File: src/include/fp_defines.svh
`ifndef FP_DEFINES_SVH
`define FP_DEFINES_SVH

// binary32 field widths
`define FP_EXP_W 8
`define FP_MAN_W 23

// Exponent bias of the format
`define FP_BIAS 127

// Guard, round and sticky below the stored fraction
`define FP_GRS_W 3

// Hidden bit + fraction + guard/round/sticky
`define FP_EXT_W 27

`endif
File: src/design/fp_types_pkg.sv
package fp_types_pkg;

  `include "fp_defines.svh"

  // Reserved exponent field for infinity and NaN
  localparam logic [`FP_EXP_W-1:0] EXP_MAX = 2 * `FP_BIAS + 1;

  typedef struct packed {
    logic                 sign;
    logic [`FP_EXP_W-1:0] exp;
    logic [`FP_MAN_W-1:0] frac;
  } fp32_t;

  // Canonical quiet NaN returned for every invalid case
  localparam fp32_t FP_QNAN = 32'h7fc00000;

  // Operand after classification
  typedef struct packed {
    logic                 sign;
    logic [`FP_EXP_W-1:0] exp;   // Subnormals carry exponent 1 here
    logic [`FP_MAN_W:0]   mant;  // Hidden bit on top
    logic                 is_zero;
    logic                 is_subnormal;
    logic                 is_inf;
    logic                 is_nan;
  } fp_unpacked_t;

  // Codes above rnd_max fall back to nearest even
  typedef enum logic [2:0] {
    rnd_even = 3'b000,
    rnd_zero = 3'b001,
    rnd_down = 3'b010,
    rnd_up   = 3'b011,
    rnd_max  = 3'b100
  } round_mode_t;

  typedef enum logic [1:0] {
    spc_none = 2'b00,
    spc_nan  = 2'b01,
    spc_inf  = 2'b10
  } special_t;

endpackage

File: src/design/fp_stage_pkg.sv
package fp_stage_pkg;

  `include "fp_defines.svh"

  import fp_types_pkg::*;

  // Registered output of the alignment stage
  typedef struct packed {
    logic                 sign;       // Sign of the larger operand
    logic                 eff_sub;
    logic [`FP_EXP_W-1:0] exp;
    logic [`FP_EXT_W-1:0] mant_large;
    logic [`FP_EXT_W-1:0] mant_small; // Already shifted, sticky in bit 0
    logic                 zero_sign;  // Sign an exact zero result takes
    round_mode_t          mode;
    special_t             spc;
    logic                 spc_sign;
  } fp_aligned_t;

  // Raw magnitude with one carry bit above the extended width
  typedef struct packed {
    logic                 sign;
    logic [`FP_EXP_W-1:0] exp;
    logic [`FP_EXT_W:0]   mag;
    logic                 exact_zero;
    round_mode_t          mode;
    special_t             spc;
    logic                 spc_sign;
  } fp_sum_t;

  typedef struct packed {
    logic                 sign;
    logic [`FP_EXP_W-1:0] exp;   // Field value, 0 for subnormal results
    logic [`FP_EXT_W-1:0] mant;
    logic                 zero;
    round_mode_t          mode;
    special_t             spc;
    logic                 spc_sign;
  } fp_norm_t;

endpackage

File: src/design/fp_adder.sv
`timescale 1ns/1ns

module fp_adder import fp_types_pkg::*, fp_stage_pkg::*; (
  input  logic        clk,
  input  logic        reset,
  input  logic        in_valid,
  input  fp32_t       op_a,
  input  fp32_t       op_b,
  input  round_mode_t r_mode,
  output logic        out_valid,
  output fp32_t       result,
  output logic        overflow,
  output logic        underflow
);

  fp_unpacked_t a_fields;
  fp_unpacked_t b_fields;
  fp_aligned_t  aligned;
  logic         aligned_valid;
  fp_sum_t      sum;
  fp_norm_t     norm;

  fp_unpack u_unpack_a (
    .operand (op_a),
    .fields  (a_fields)
  );

  fp_unpack u_unpack_b (
    .operand (op_b),
    .fields  (b_fields)
  );

  // First register stage
  fp_align u_align (
    .clk           (clk),
    .reset         (reset),
    .in_valid      (in_valid),
    .a             (a_fields),
    .b             (b_fields),
    .r_mode        (r_mode),
    .aligned       (aligned),
    .aligned_valid (aligned_valid)
  );

  fp_mant_add u_mant_add (
    .aligned (aligned),
    .sum     (sum)
  );

  fp_normalize u_normalize (
    .sum  (sum),
    .norm (norm)
  );

  // Second register stage, valid travels straight from alignment
  fp_round u_round (
    .clk        (clk),
    .reset      (reset),
    .norm_valid (aligned_valid),
    .norm       (norm),
    .out_valid  (out_valid),
    .result     (result),
    .overflow   (overflow),
    .underflow  (underflow)
  );

endmodule

File: src/design/fp_round.sv
`timescale 1ns/1ns

`include "fp_defines.svh"

module fp_round import fp_types_pkg::*, fp_stage_pkg::*; (
  input  logic     clk,
  input  logic     reset,
  input  logic     norm_valid,
  input  fp_norm_t norm,
  output logic     out_valid,
  output fp32_t    result,
  output logic     overflow,
  output logic     underflow
);

  localparam int SIG_W = `FP_MAN_W + 1;

  logic [SIG_W-1:0]   keep;
  logic               lsb;
  logic               guard;
  logic               rest;
  logic               inc;
  logic               to_inf;
  logic [SIG_W:0]     rounded;
  logic [`FP_EXP_W:0] exp_final;
  fp32_t              result_next;
  logic               overflow_next;
  logic               underflow_next;

  always_comb begin
    keep  = norm.mant[`FP_EXT_W-1:`FP_GRS_W];
    lsb   = norm.mant[`FP_GRS_W];
    guard = norm.mant[`FP_GRS_W-1];
    rest  = |norm.mant[`FP_GRS_W-2:0];

    case (norm.mode)
      rnd_zero: inc = 1'b0;
      rnd_down: inc = norm.sign & (guard | rest);
      rnd_up:   inc = ~norm.sign & (guard | rest);
      rnd_max:  inc = guard;
      default:  inc = guard & (rest | lsb);
    endcase

    // Directed modes saturate when rounding away from infinity
    case (norm.mode)
      rnd_zero: to_inf = 1'b0;
      rnd_down: to_inf = norm.sign;
      rnd_up:   to_inf = ~norm.sign;
      default:  to_inf = 1'b1;
    endcase

    rounded = {1'b0, keep} + {{SIG_W{1'b0}}, inc};

    // Mantissa carry bumps the exponent; a subnormal reaching bit 23 becomes normal
    if (rounded[SIG_W]) begin
      exp_final = {1'b0, norm.exp} + 1'b1;
    end else if ((norm.exp == '0) && rounded[SIG_W-1]) begin
      exp_final = {{`FP_EXP_W{1'b0}}, 1'b1};
    end else begin
      exp_final = {1'b0, norm.exp};
    end

    overflow_next  = 1'b0;
    underflow_next = 1'b0;
    if (norm.spc == spc_nan) begin
      result_next = FP_QNAN;
    end else if (norm.spc == spc_inf) begin
      result_next = {norm.spc_sign, EXP_MAX, {`FP_MAN_W{1'b0}}};
    end else if (exp_final >= {1'b0, EXP_MAX}) begin
      overflow_next = 1'b1;
      if (to_inf) begin
        result_next = {norm.sign, EXP_MAX, {`FP_MAN_W{1'b0}}};
      end else begin
        result_next = {norm.sign, EXP_MAX - 1'b1, {`FP_MAN_W{1'b1}}};
      end
    end else begin
      // Fraction bits are all zero after a mantissa carry
      result_next    = {norm.sign, exp_final[`FP_EXP_W-1:0], rounded[`FP_MAN_W-1:0]};
      underflow_next = ~norm.zero && (exp_final == '0);
    end
  end

  always_ff @(posedge clk) begin
    if (reset) begin
      out_valid <= 1'b0;
      result    <= '0;
      overflow  <= 1'b0;
      underflow <= 1'b0;
    end else begin
      out_valid <= norm_valid;
      if (norm_valid) begin
        result    <= result_next;
        overflow  <= overflow_next;
        underflow <= underflow_next;
      end
    end
  end

endmodule

File: src/design/fp_normalize.sv
`timescale 1ns/1ns

`include "fp_defines.svh"

module fp_normalize import fp_stage_pkg::*; (
  input  fp_sum_t  sum,
  output fp_norm_t norm
);

  logic [`FP_EXP_W-1:0] lz;
  logic [`FP_EXP_W-1:0] shift;
  logic [`FP_EXP_W-1:0] exp_room;

  // Zeros above the hidden bit position
  function automatic logic [`FP_EXP_W-1:0] count_lz(input logic [`FP_EXT_W-1:0] value);
    logic [`FP_EXP_W-1:0] count;
    logic                 found;
    count = '0;
    found = 1'b0;
    for (int i = `FP_EXT_W - 1; i >= 0; i--) begin
      if (value[i]) begin
        found = 1'b1;
      end else if (!found) begin
        count = count + 1'b1;
      end
    end
    return count;
  endfunction

  always_comb begin
    lz       = count_lz(sum.mag[`FP_EXT_W-1:0]);
    // Left shifts stop at effective exponent 1
    exp_room = sum.exp - 1'b1;
    shift    = '0;

    norm.sign     = sum.sign;
    norm.zero     = sum.exact_zero;
    norm.mode     = sum.mode;
    norm.spc      = sum.spc;
    norm.spc_sign = sum.spc_sign;

    if (sum.exact_zero) begin
      norm.exp  = '0;
      norm.mant = '0;
    end else if (sum.mag[`FP_EXT_W]) begin
      // Carry out, one place right keeping the lost bit as sticky
      norm.exp  = sum.exp + 1'b1;
      norm.mant = {sum.mag[`FP_EXT_W:2], |sum.mag[1:0]};
    end else begin
      if (lz <= exp_room) begin
        shift    = lz;
        norm.exp = sum.exp - lz;
      end else begin
        // Limit reached, result stays subnormal
        shift    = exp_room;
        norm.exp = '0;
      end
      norm.mant = sum.mag[`FP_EXT_W-1:0] << shift;
    end
  end

endmodule

File: src/design/fp_mant_add.sv
`timescale 1ns/1ns

`include "fp_defines.svh"

module fp_mant_add import fp_stage_pkg::*; (
  input  fp_aligned_t aligned,
  output fp_sum_t     sum
);

  logic [`FP_EXT_W:0] large_ext;
  logic [`FP_EXT_W:0] small_ext;
  logic [`FP_EXT_W:0] mag;
  logic               mag_zero;

  always_comb begin
    // One spare bit on top holds the carry of an addition
    large_ext = {1'b0, aligned.mant_large};
    small_ext = {1'b0, aligned.mant_small};

    // Larger operand comes first, so the difference never goes negative
    if (aligned.eff_sub) begin
      mag = large_ext - small_ext;
    end else begin
      mag = large_ext + small_ext;
    end

    mag_zero = (mag == '0);

    sum.mag        = mag;
    sum.exp        = aligned.exp;
    sum.exact_zero = mag_zero;

    // Result follows the larger operand unless everything cancelled
    if (mag_zero) begin
      sum.sign = aligned.zero_sign;
    end else begin
      sum.sign = aligned.sign;
    end

    sum.mode     = aligned.mode;
    sum.spc      = aligned.spc;
    sum.spc_sign = aligned.spc_sign;
  end

endmodule

File: src/design/fp_align.sv
`timescale 1ns/1ns

`include "fp_defines.svh"

module fp_align import fp_types_pkg::*, fp_stage_pkg::*; (
  input  logic         clk,
  input  logic         reset,
  input  logic         in_valid,
  input  fp_unpacked_t a,
  input  fp_unpacked_t b,
  input  round_mode_t  r_mode,
  output fp_aligned_t  aligned,
  output logic         aligned_valid
);

  fp_unpacked_t             op_large;
  fp_unpacked_t             op_small;
  logic                     a_larger;
  logic [`FP_EXP_W-1:0]     exp_diff;
  logic [`FP_EXT_W-1:0]     small_ext;
  logic [2*`FP_EXT_W-1:0]   shift_buf;
  fp_aligned_t              aligned_next;

  always_comb begin
    // Exponent and mantissa together order the magnitudes
    a_larger = ({a.exp, a.mant} >= {b.exp, b.mant});
    op_large = a_larger ? a : b;
    op_small = a_larger ? b : a;
    exp_diff = op_large.exp - op_small.exp;

    // Lower half of the buffer catches everything shifted out
    small_ext = {op_small.mant, {`FP_GRS_W{1'b0}}};
    shift_buf = {small_ext, {`FP_EXT_W{1'b0}}} >> exp_diff;

    aligned_next.sign       = op_large.sign;
    aligned_next.eff_sub    = a.sign ^ b.sign;
    aligned_next.exp        = op_large.exp;
    aligned_next.mant_large = {op_large.mant, {`FP_GRS_W{1'b0}}};
    if (exp_diff >= `FP_EXT_W) begin
      aligned_next.mant_small = {{(`FP_EXT_W-1){1'b0}}, |op_small.mant};
    end else begin
      aligned_next.mant_small = {shift_buf[2*`FP_EXT_W-1:`FP_EXT_W+1],
                                 |shift_buf[`FP_EXT_W:0]};
    end

    // Equal signs only cancel when both are zero, opposite signs follow the mode
    aligned_next.zero_sign = aligned_next.eff_sub ? (r_mode == rnd_down) : a.sign;
    aligned_next.mode      = r_mode;

    aligned_next.spc      = spc_none;
    aligned_next.spc_sign = 1'b0;
    if (a.is_nan || b.is_nan || (a.is_inf && b.is_inf && (a.sign != b.sign))) begin
      aligned_next.spc = spc_nan;
    end else if (a.is_inf || b.is_inf) begin
      aligned_next.spc      = spc_inf;
      aligned_next.spc_sign = a.is_inf ? a.sign : b.sign;
    end
  end

  always_ff @(posedge clk) begin
    if (reset) begin
      aligned_valid <= 1'b0;
    end else begin
      aligned_valid <= in_valid;
    end
  end

  always_ff @(posedge clk) begin
    if (in_valid) begin
      aligned <= aligned_next;
    end
  end

endmodule

File: src/design/fp_unpack.sv
`timescale 1ns/1ns

`include "fp_defines.svh"

module fp_unpack import fp_types_pkg::*; (
  input  fp32_t        operand,
  output fp_unpacked_t fields
);

  logic exp_zero;
  logic exp_ones;
  logic frac_zero;

  always_comb begin
    exp_zero  = (operand.exp == '0);
    exp_ones  = (operand.exp == EXP_MAX);
    frac_zero = (operand.frac == '0);

    fields.sign = operand.sign;

    // Subnormals share the weight of exponent 1 with the smallest normals
    if (exp_zero) begin
      fields.exp = {{(`FP_EXP_W-1){1'b0}}, 1'b1};
    end else begin
      fields.exp = operand.exp;
    end

    // Hidden bit only for normal numbers
    fields.mant = {~exp_zero, operand.frac};

    fields.is_zero      = exp_zero & frac_zero;
    fields.is_subnormal = exp_zero & ~frac_zero;
    fields.is_inf       = exp_ones & frac_zero;
    fields.is_nan       = exp_ones & ~frac_zero;
  end

endmodule

File: config.mk
export PLATFORM = sky130hd
export DESIGN_NAME = fp_adder
export DESIGN_NICKNAME = d
export VERILOG_FILES = /design/src/design/fp_types_pkg.sv /design/src/design/fp_stage_pkg.sv /design/src/design/fp_adder.sv /design/src/design/fp_round.sv /design/src/design/fp_normalize.sv /design/src/design/fp_mant_add.sv /design/src/design/fp_align.sv /design/src/design/fp_unpack.sv
export VERILOG_INCLUDE_DIRS = /design/src /design/src/include
export SDC_FILE = /design/constraint.sdc
export NUM_CORES = 1
export LEC_CHECK = 0
export BUFFER_PORTS_ARGS = -buffer_cell sky130_fd_sc_hd__buf_4
export CAP_MARGIN = 5
export CORE_MARGIN = 10
export CORE_UTILIZATION = 52
export DETAILED_ROUTE_END_ITERATION = 8
export PLACE_DENSITY = 0.77
export SETUP_SLACK_MARGIN = 0.15
export SLEW_MARGIN = 15
export SYNTH_ARGS = -nofsm -noshare
export SYNTH_HDL_FRONTEND = slang
export SYNTH_HIERARCHICAL = 1
export SYNTH_SLANG_ARGS = --single-unit
File: constraint.sdc
create_clock -name clk -period 30.9 [get_ports clk]
set_input_delay 4.635 -clock clk [delete_from_list [all_inputs] [get_ports clk]]
set_output_delay 4.635 -clock clk [all_outputs]
set_load 0.01 [all_outputs]
# Word-level counts from Yosys, hierarchy flattened
# Cells that the tools add are included.
[word_totals]
ff_bits = 104
input_bits = 70
out_inout_bits = 35
word_cells = 216
[classes]
addsub = 34
magnitude_cmp = 4
eq_ne = 10
shifts = 2
mux = 109
bitwise = 21
n_reduce_logical = 19
[ops]
columns = ["op", "n"]
rows = [
  ["8-bit two-way mux", 59],
  ["8-bit by 1-bit adder with 8-bit output (second input constant)", 26],
  ["35-bit two-way mux", 2],
  ["32-bit two-way mux", 2],
  ["54-bit by 8-bit right shift with 54-bit output", 1],
  ["23-bit logical NOT", 2],
  ["1-bit two-way mux", 37],
  ["37-bit two-way mux", 1],
  ["36-bit two-way mux", 1],
  ["32-bit >= comparator", 1],
  ["31-bit two-way mux", 1],
  ["27-bit by 27-bit adder with 28-bit output", 1],
  ["28-bit logical NOT", 1],
  ["28-bit two-way mux", 1],
  ["28-bit OR reduction", 1],
  ["27-bit by 27-bit subtractor with 28-bit output", 1],
  ["27-bit by 8-bit left shift with 27-bit output", 1],
  ["24-bit by 1-bit adder with 25-bit output", 1],
  ["8-bit logical NOT", 3],
  ["24-bit two-way mux", 1],
  ["24-bit OR reduction", 1],
  ["8-bit equality test (second input constant)", 2],
  ["8-bit subtractor", 2],
  ["1-bit AND", 11],
  ["other kinds (23)", 39],
]

# Depth between registers and ports, before layout
# Gate-level depths: netlist (run 1).
[depth]
ltp_word = 101
depth_mapped = 121
depth_no_buf = 115

# Hierarchy
# The synthesis (run 1) kept the hierarchy.
[by_module_without_submodules]
columns = ["module", "n_inst", "cells_per_inst", "area_each_um2", "seq_area_each_um2"]
rows = [
  ["fp_normalize", 1, 1013, 6985.4, 0.0],
  ["fp_align", 1, 570, 6102.1, 2062.0],
  ["fp_round", 1, 308, 2725.1, 700.7],
  ["fp_mant_add", 1, 352, 2356.0, 0.0],
  ["fp_unpack", 2, 52, 366.6, 0.0],
]

# Worst setup path after synthesis (run 1)
# Ideal clock, no wire load.
[synth_timing]
path_kind = "register to register"
start = "reg, netlist name u_align/aligned[7]"
end = "reg u_round.underflow"
setup_ns = 0.071
t_arrival_ns = 21.686
required_time_ns = 30.829
slack_ns = 9.143
stages_incl_launch_ff = 117
path_buffers = 5
synth_period_minus_slack_ns = 21.757
cell_sequence = "edfxtp_1 > inv_1 > ha_1 > nand2b_1 > or4_1 > nor3_1 > nand2_1 > nor2_1 > a31oi_1 > xnor2_1 > ha_1 > and3_1 > and3_1 > a211oi_1 > and2_1 > xor2_1 > inv_1 > or2_4 > [81 not listed] > buf_2 > nand2_1 > nor2_1 > inv_1 > o41ai_2 > or2_2 > nor3_1 > a211oi_1 > ha_1 > ha_1 > nand2_1 > or4_4 > buf_6 > or4_2 > xor2_1 > and4_1 > nand4_1 > a21oi_1"
[synth_lines]
columns = ["item", "line", "source"]
rows = [
  ["end signal: assignment", "fp_round.sv:94", "underflow <= underflow_next;"],
  ["end: declaration", "fp_round.sv:13", "output logic underflow"],
]

==> results_dict.tcl, run 1 <==
set metrics [dict create \
    status "finished clean" \
    cts_sinks 104 \
    arrival_ns 25.85 \
    final.setup.tns_ns 0 \
    power_density_nw_per_um2 86.8 \
    hold_viol 0 \
    via_per_inst 6.56 \
    drt-wirelength-per-cell_um 20.3 \
    critPathMaxFanout 36 \
    worstPathRequired_ns 31.21 \
    routed_wl_um 56000 \
    fp.dieH_um 211 \
    antenna_cells 0 \
    hold_buffers 0 \
    worstHoldPathType "flip-flop to flip-flop" \
    initial_core_util_pct 52.9 \
    grt_max_degree 70 \
    layout_common_cells "nor2_1, nand2_1, a21oi_1, buf_4" \
    min_period_ns 25.53 \
    rsz0062_at_grt "no" \
    gp_congestion 1.03 \
    post_cts_resized 0 \
    hold_ws_ns 0.464 \
    utilization_pct 54.7 \
    worstSetupEndpointType "flip-flop" \
    clockBufferDepth 2 \
    io_buffers 104 \
    cts-root-buf "clkbuf_16" \
    cts_tree "built" \
    numCtsBuffers 9 \
    antenna_found_initial 0 \
    grt-ovfl-total 0 \
    area_growth_pct 3.39 \
    pre_cts_ws_ns 6.00 \
    worstMarginPinSlew_ns 1.14 \
    coreArea_um2 35700 \
    worst_clock_skew_ns 0.0147 \
    leakage_nw 7.51 \
    setup_ws_ns 5.37 \
    crit_slowest_cell "a21oi_4" \
    clk_pin_slew_ns 0.08 \
    yosysWarnings 6 \
    fp.dieArea_um2 44300 \
    grt_pass1_vias 16821 \
    syn_avg_cell_area_um2 8.05 \
    final_common_cell "nor2_1" \
    slew_viol_final 0 \
    cpMostUsedCell "ha_1" \
    h-tree-depth 3 \
    synthCells 2343 \
    num_rows 69 \
    totalPowerFinal_mw 1.69 \
    fin_nets 2466 \
    finalSetupViolations 0 \
    peakVddDrop_mv 0.0543 \
    dp_hpwl_um 44300 \
    grt_pass1_wl_um 88400 \
    clock_latency_ns 0.36 \
    grtUsageTotal_pct 24.0 \
    die_x_um 211 \
    finalCritPeriodShare_pct 82.6 \
    cts.repair_timing.setup_buffer_count 0 \
    ios 105 \
    worstSetupPathType "flip-flop to flip-flop" \
    post-route-drc-count 0 \
    drive_gt1_share_pct 16.5 \
    cp-start-kind "flip-flop" \
    max_freq_mhz 39.2 \
    syn-cell-area_um2 18900 \
    critPathMaxStageDelay_ns 0.90 \
    drt_first_pass_iters 7 \
    ant_nets 0 \
    timing.max_cap.violations 0 \
    first_iter_violations 1772 \
    slew_headroom_pct 24.0 \
    num_vias 18062 \
    fillers 3348 \
]
## critical path, delay by kind of cell (launching register included)
family | cells | cell delay (ns)
AO/OA/AOI/OAI | 38 | 8.06
flip-flops | 1 | 0.43
XOR/XNOR | 7 | 1.92
multiplexers | 11 | 2.70
adder cells (fa/ha/maj) | 19 | 5.37
AND/OR/NAND/NOR | 30 | 5.65
buffers and inverters | 9 | 1.23
## registers in the layout, indices dropped and copies added (netlist names)
register / cells
u_round/overflow: 1
u_round/underflow: 1
u_align/aligned_valid: 1
u_align/aligned: 68
u_round/out_valid: 1
u_round/result: 32
## through the flow
| stage | instance area (um2) | cells |
|---|---|---|
| after floorplan | 18900 | 2345 |
| after global placement | 19200 | 2738 |
| after detailed placement | 19200 | 2738 |
| after CTS | 19500 | 2754 |
| after global routing | 19500 | 2754 |
| final | 19500 | 2754 |
## final cells by class
type | instances | area, um2 | share of cell area [%]
clock buffers | 12 | 246 | 1.26
clock inverters | 4 | 28.8 | 0.147
inverters | 110 | 414 | 2.12
multi-input cells | 1928 | 14500 | 74.2
flip-flops and latches | 104 | 2760 | 14.2
well taps | 461 | 577 | 2.96
repair buffers | 135 | 1010 | 5.19
## metal layers
metal  up-vias  part of all wire, %  track usage [%]
met5         -                    0                0
met4         0                  3.9             9.67
met1      8491                   43             31.0
met2       845                   46             40.2
met3       131                  6.5             2.67
li1       8595                    -                -
## final timing paths
kind | from | endpoint | slack, ns | depth (start not counted)
worst max-delay path | u_align/aligned[7]$_DFFE_PP_ | u_round/result[23]$_SDFFE_PP0P_ | 5.37 | 114
worst min-delay path | u_round/underflow$_SDFFE_PP0P_ | u_round/underflow$_SDFFE_PP0P_ | 0.46 | 2
worst min register to register | u_round/underflow$_SDFFE_PP0P_ | u_round/underflow$_SDFFE_PP0P_ | 0.46 | 2
worst max register to register | u_align/aligned[7]$_DFFE_PP_ | u_round/result[23]$_SDFFE_PP0P_ | 5.37 | 114
## power breakdown
part           switching [mW]  internal (mW)  leakage [nW]
clock                  0.0521         0.0572         0.134
combinational           0.870          0.536          6.43
sequential             0.0138          0.165         0.951
Power figures use the tool's default switching activity.
==> run 2: changes to the inputs <==
==> constraint.sdc (replaced) <==
create_clock -name clk -period 24.6 [get_ports clk]
set_input_delay 3.69 -clock clk [delete_from_list [all_inputs] [get_ports clk]]
set_output_delay 3.69 -clock clk [all_outputs]
set_load 0.01 [all_outputs]
==> run 2 against run 1 <==
Final cell count up 0.80%. Die area unchanged. Critical path type unchanged. Critical path depth up 1.
==> results_dict.tcl, run 2 (synthesis gave the netlist of run 1 again) <==
set metrics [dict create \
    status "finished clean" \
    worstSetupPathType "flip-flop to flip-flop" \
    initial_core_util_pct 52.9 \
    clock_latency_ns 0.37 \
    first_iter_violations 1912 \
    utilization_pct 55.9 \
    drt_first_pass_iters 7 \
    worst_clock_skew_ns 0.0118 \
    cts-root-buf "clkbuf_16" \
    drive_gt1_share_pct 19.0 \
    routed_wl_um 57900 \
    final.setup.tns_ns 0 \
    peakVddDrop_mv 0.0709 \
    slew_viol_final 0 \
    clockBufferDepth 2 \
    critPathMaxStageDelay_ns 0.59 \
    cp-start-kind "flip-flop" \
    numCtsBuffers 9 \
    worstMarginPinSlew_ns 1.02 \
    num_vias 18403 \
    grtUsageTotal_pct 24.6 \
    via_per_inst 6.63 \
    slew_headroom_pct 31.8 \
    fp.dieArea_um2 44300 \
    fin_nets 2488 \
    dp_hpwl_um 45200 \
    h-tree-depth 3 \
    layout_common_cells "nor2_1, nand2_1, a21oi_1, buf_4, ha_1" \
    ios 105 \
    top_register "u_align/aligned" \
    post-route-drc-count 0 \
    grt_pass1_vias 17394 \
    worstHoldPathType "flip-flop to flip-flop" \
    io_buffers 104 \
    min_period_ns 23.01 \
    ant_nets 0 \
    cts_sinks 104 \
    power_density_nw_per_um2 111 \
    num_rows 69 \
    crit_slowest_cell "or4_4" \
    clk_pin_slew_ns 0.07 \
    antenna_cells 0 \
    cpMostUsedCell "ha_1" \
    hold_viol 0 \
    grt_pass1_wl_um 90900 \
    cts_tree "built" \
    area_growth_pct 5.57 \
    antenna_found_initial 0 \
    fp.dieH_um 211 \
    max_freq_mhz 43.5 \
    critPathMaxFanout 22 \
    arrival_ns 23.28 \
    timing.max_cap.violations 0 \
    gp_congestion 1.02 \
    coreArea_um2 35700 \
    leakage_nw 7.69 \
    final_common_cell "nor2_1" \
    grt-ovfl-total 0 \
    worstPathRequired_ns 24.88 \
    worstSetupEndpointType "flip-flop" \
    grt_max_degree 70 \
    finalSetupViolations 0 \
    hold_ws_ns 0.465 \
    placed_cell_area_um2 19300 \
    biggestRegsByFlops "u_align/aligned (68), u_round/result (32)" \
    finalCritPeriodShare_pct 93.5 \
    final_area_um2 19900 \
    hold_buffers 0 \
    drt-wirelength-per-cell_um 20.9 \
    die_x_um 211 \
    largest_reg_flops 68 \
]
## run 2: cell count changes in the layout (fill, tap and decap cells not counted), sizes merged
| cell | before | now |
|---|---|---|
| buf | 135 | 156 |
| o21a | 12 | 13 |
## run 2: final timing paths
path | to | slack (ns) | depth (start not counted) | start
min | u_round/underflow$_SDFFE_PP0P_ | 0.47 | 2 | u_round/underflow$_SDFFE_PP0P_
max | u_round/result[17]$_SDFFE_PP0P_ | 1.59 | 115 | u_align/aligned[7]$_DFFE_PP_
min reg2reg | u_round/underflow$_SDFFE_PP0P_ | 0.47 | 2 | u_round/underflow$_SDFFE_PP0P_
max reg2reg | u_round/result[17]$_SDFFE_PP0P_ | 1.59 | 115 | u_align/aligned[7]$_DFFE_PP_
## run 2: per-layer routing
metal,vias up,routed length (um),track usage [%]
li1,8625,-,-
met1,8760,24100,30.8
met2,868,27800,41.9
met3,150,3810,2.88
met4,0,2280,11.0
met5,-,0,0
## run 2: layout make-up
| type | instances | area, um2 |
|---|---|---|
| tap | 461 | 577 |
| clock inverter | 4 | 27.5 |
| fill | 3264 | 15700 |
| clock buffer | 12 | 246 |
| sequential | 104 | 2760 |
| timing repair buffer | 156 | 1180 |
| inverter | 110 | 417 |
| multi-input combinational | 1929 | 14700 |
## run 2: where the power goes
group / leakage (nW) / internal, mW / switching, mW
sequential: 0.951 / 0.207 / 0.0179
clock: 0.134 / 0.0717 / 0.0654
combinational: 6.60 / 0.717 / 1.14
## run 2: repair_timing
action	4_1_cts	5_1_grt
setup endpoints to repair	26	33
gates cloned	1	0
pin swaps	1	8
resized for setup	6	51
buffers inserted	1	15
endpoints found under the hold margin	0	0
## run 2: critical path, delay by kind of cell, from the launching register on
kind                       cells  cell delay [ns]
and+or+nand+nor               31             5.25
adders and majority gates     19             5.59
buffers and inverters         11             1.37
muxes                         11             2.39
xor gates and xnor gates       7             1.50
DFF                            1             0.43
AOI/OAI and AO/OA             36             6.38
## run 2: metrics by stage
| step | worst slack, ns | total power, mW | cells |
|---|---|---|---|
| global route | -0.00763 | 2.38 | 2776 |
| finish | 1.59 | 2.22 | 2776 |
| detailed placement | -0.294 | 1.96 | 2743 |
| floorplan | 2.84 | 1.56 | 2345 |
| CTS | 0.345 | 2.11 | 2761 |
| global placement | 0.744 | 1.92 | 2743 |
==> run 3: changes to the inputs <==
--- a/config.mk
+++ b/config.mk
@@ -6,12 +6,11 @@
 export SDC_FILE = /design/constraint.sdc
 export NUM_CORES = 1
 export LEC_CHECK = 0
-export BUFFER_PORTS_ARGS = -buffer_cell sky130_fd_sc_hd__buf_4
-export CAP_MARGIN = 5
 export CORE_MARGIN = 10
 export CORE_UTILIZATION = 52
 export DETAILED_ROUTE_END_ITERATION = 8
-export PLACE_DENSITY = 0.77
+export DONT_BUFFER_PORTS = 1
+export PLACE_DENSITY = 0.74
 export SETUP_SLACK_MARGIN = 0.15
 export SLEW_MARGIN = 15
 export SYNTH_ARGS = -nofsm -noshare
==> run 3 against run 2 <==
Register-to-register slack worse by 0.06 ns. Largest cell class unchanged. Final area fell by 4.0%. Largest power group unchanged. Sequential cell count unchanged. Global-route usage is 0.062 points higher. Highest routed layer unchanged. Clock-buffer cell count is 3 lower. Final cell count down 3.7%. Utilization down 2.2 points. Critical path depth decreased by 3. Clock power is essentially flat. Die area unchanged. Worst hold slack improved by 0.044 ns. Wire length is 0.27% lower.
==> results_dict.tcl, run 3 (synthesis gave the netlist of run 1 again) <==
set metrics [dict create \
    status "finished clean" \
    hold_buffers 0 \
    ios 105 \
    fin_nets 2384 \
    clk_pin_slew_ns 0.08 \
    dp_hpwl_um 45300 \
    die_x_um 211 \
    hold_viol 0 \
    p_int_uw 981 \
    finalSetupViolations 0 \
    power_switching_share_pct 55.3 \
    grtUsageTotal_pct 24.7 \
    drive_gt1_share_pct 14.9 \
    power_frac_seq_pct 10.5 \
    num_rows 69 \
    gp_congestion 1.00 \
    drt_first_pass_iters 7 \
    grt_max_degree 70 \
    placed_cell_area_um2 18500 \
    leakage_nw 7.15 \
    critPathMaxStageDelay_ns 0.62 \
    clockBufferDepth 2 \
    clock_latency_ns 0.36 \
    worst_clock_skew_ns 0.0115 \
    clkPwrFrac_pct 6.4 \
    critPathMaxFanout 12 \
    finalCritPeriodShare_pct 93.8 \
    via_per_inst 6.72 \
    coreArea_um2 35700 \
    top_register "u_align/aligned" \
    cpMostUsedCell "ha_1" \
    worstSetupEndpointType "flip-flop" \
    h-tree-depth 3 \
    post-route-drc-count 0 \
    final.setup.tns_ns 0 \
    fp.dieH_um 211 \
    routed_wl_um 57800 \
    num_vias 17944 \
    power_density_nw_per_um2 115 \
    first_iter_violations 1668 \
    io_buffers 0 \
    initial_core_util_pct 52.9 \
    grt-ovfl-total 0 \
    totalPowerFinal_mw 2.19 \
    numCtsBuffers 9 \
    min_period_ns 23.07 \
    worstMarginPinSlew_ns 1.22 \
    worstPathRequired_ns 24.88 \
    timing.max_cap.violations 0 \
    final_common_cell "nor2_1" \
    drt-wirelength-per-cell_um 21.6 \
    arrival_ns 23.35 \
    antenna_found_initial 0 \
    antenna_cells 0 \
    cp_num_buf_inv 9 \
    slew_viol_final 0 \
    slew_headroom_pct 17.8 \
    fp.dieArea_um2 44300 \
    max_freq_mhz 43.3 \
    p_sw_mw 1.21 \
    dp_cells 2637 \
    grt_pass1_vias 16731 \
    final_area_um2 19100 \
    cts-root-buf "clkbuf_16" \
    fillers 3363 \
    p_comb_share_pct 83.1 \
    peakVddDrop_mv 0.0630 \
    worstHoldPathType "flip-flop to flip-flop" \
    worstSetupPathType "flip-flop to flip-flop" \
    grt_pass1_wl_um 90400 \
    area_growth_pct 1.33 \
    utilization_pct 53.6 \
    cpLargestDelayFamily "compound AO/OA/AOI/OAI gates" \
    rsz0062_at_grt "no" \
    fin_cells 2672 \
    largest_reg_flops 68 \
    crit_slowest_cell "or4_4" \
    biggestRegsByFlops "u_align/aligned (68), u_round/result (32)" \
    ant_nets 0 \
    cts_sinks 104 \
    cts_tree "built" \
    layout_common_cells "nor2_1, nand2_1, a21oi_1, inv_1, ha_1" \
    cp-start-kind "flip-flop" \
]
==> run 3: path summary, 6_finish.rpt <==
kind | from | endpoint | slack [ns] | cells past startpoint
hold reg to reg | u_round/overflow$_SDFFE_PP0P_ | u_round/overflow$_SDFFE_PP0P_ | 0.51 | 2
setup / recovery | u_align/aligned[7]$_DFFE_PP_ | u_round/result[16]$_SDFFE_PP0P_ | 1.53 | 112
setup reg to reg | u_align/aligned[7]$_DFFE_PP_ | u_round/result[16]$_SDFFE_PP0P_ | 1.53 | 112
hold / removal | u_round/overflow$_SDFFE_PP0P_ | u_round/overflow$_SDFFE_PP0P_ | 0.51 | 2
==> run 3: worst reg2reg max path: cells and delay by family (launching register included) <==
kind | cells | cell delay (ns)
compound gates | 37 | 6.84
xor+xnor | 7 | 1.66
fa+ha+maj | 19 | 5.65
buf+inv | 9 | 1.31
flops | 1 | 0.42
mux | 10 | 1.92
simple gates | 30 | 5.17
==> run 3: metal layers <==
metal	vias up	global-route usage [%]	part of all wire [%]
li1	8411	-	-
met1	8586	30.5	41
met2	817	41.4	47
met3	130	3.99	7.6
met4	0	11.4	3.9
met5	-	0	0
==> run 3: through the flow <==
step	hold slack, ns	worst slack (ns)
after CTS	0.518	0.156
after detailed placement	0.506	0.127
after global placement	0.505	1.03
after floorplan	0.483	2.84
final	0.510	1.53
after global routing	0.537	0.0791
==> run 3: cell type report <==
type	count	area (um2)	area share [%]
flip-flops and latches	104	2760	14.4
clock buffers	9	225	1.18
inverters	110	417	2.18
well taps	461	577	3.02
repair buffers	52	407	2.13
multi-input cells	1929	14700	76.8
clock inverters	7	53.8	0.281
==> run 3: what timing repair did <==
| item | 4_1_cts | 5_1_grt |
|---|---|---|
| endpoints found under the setup margin | 23 | 33 |
| pin swaps | 2 | 8 |
| buffers inserted | 2 | 16 |
| gates resized for setup | 2 | 48 |
| cloned | 1 | 0 |
==> run 3: power groups by stage <==
stage	Clock, mW	Combinational, mW	Sequential, mW
floorplan	0	1.34	0.222
global placement	0	1.66	0.234
detailed placement	0	1.69	0.234
CTS	0.145	1.70	0.230
global route	0.150	1.97	0.232
finish	0.140	1.82	0.230
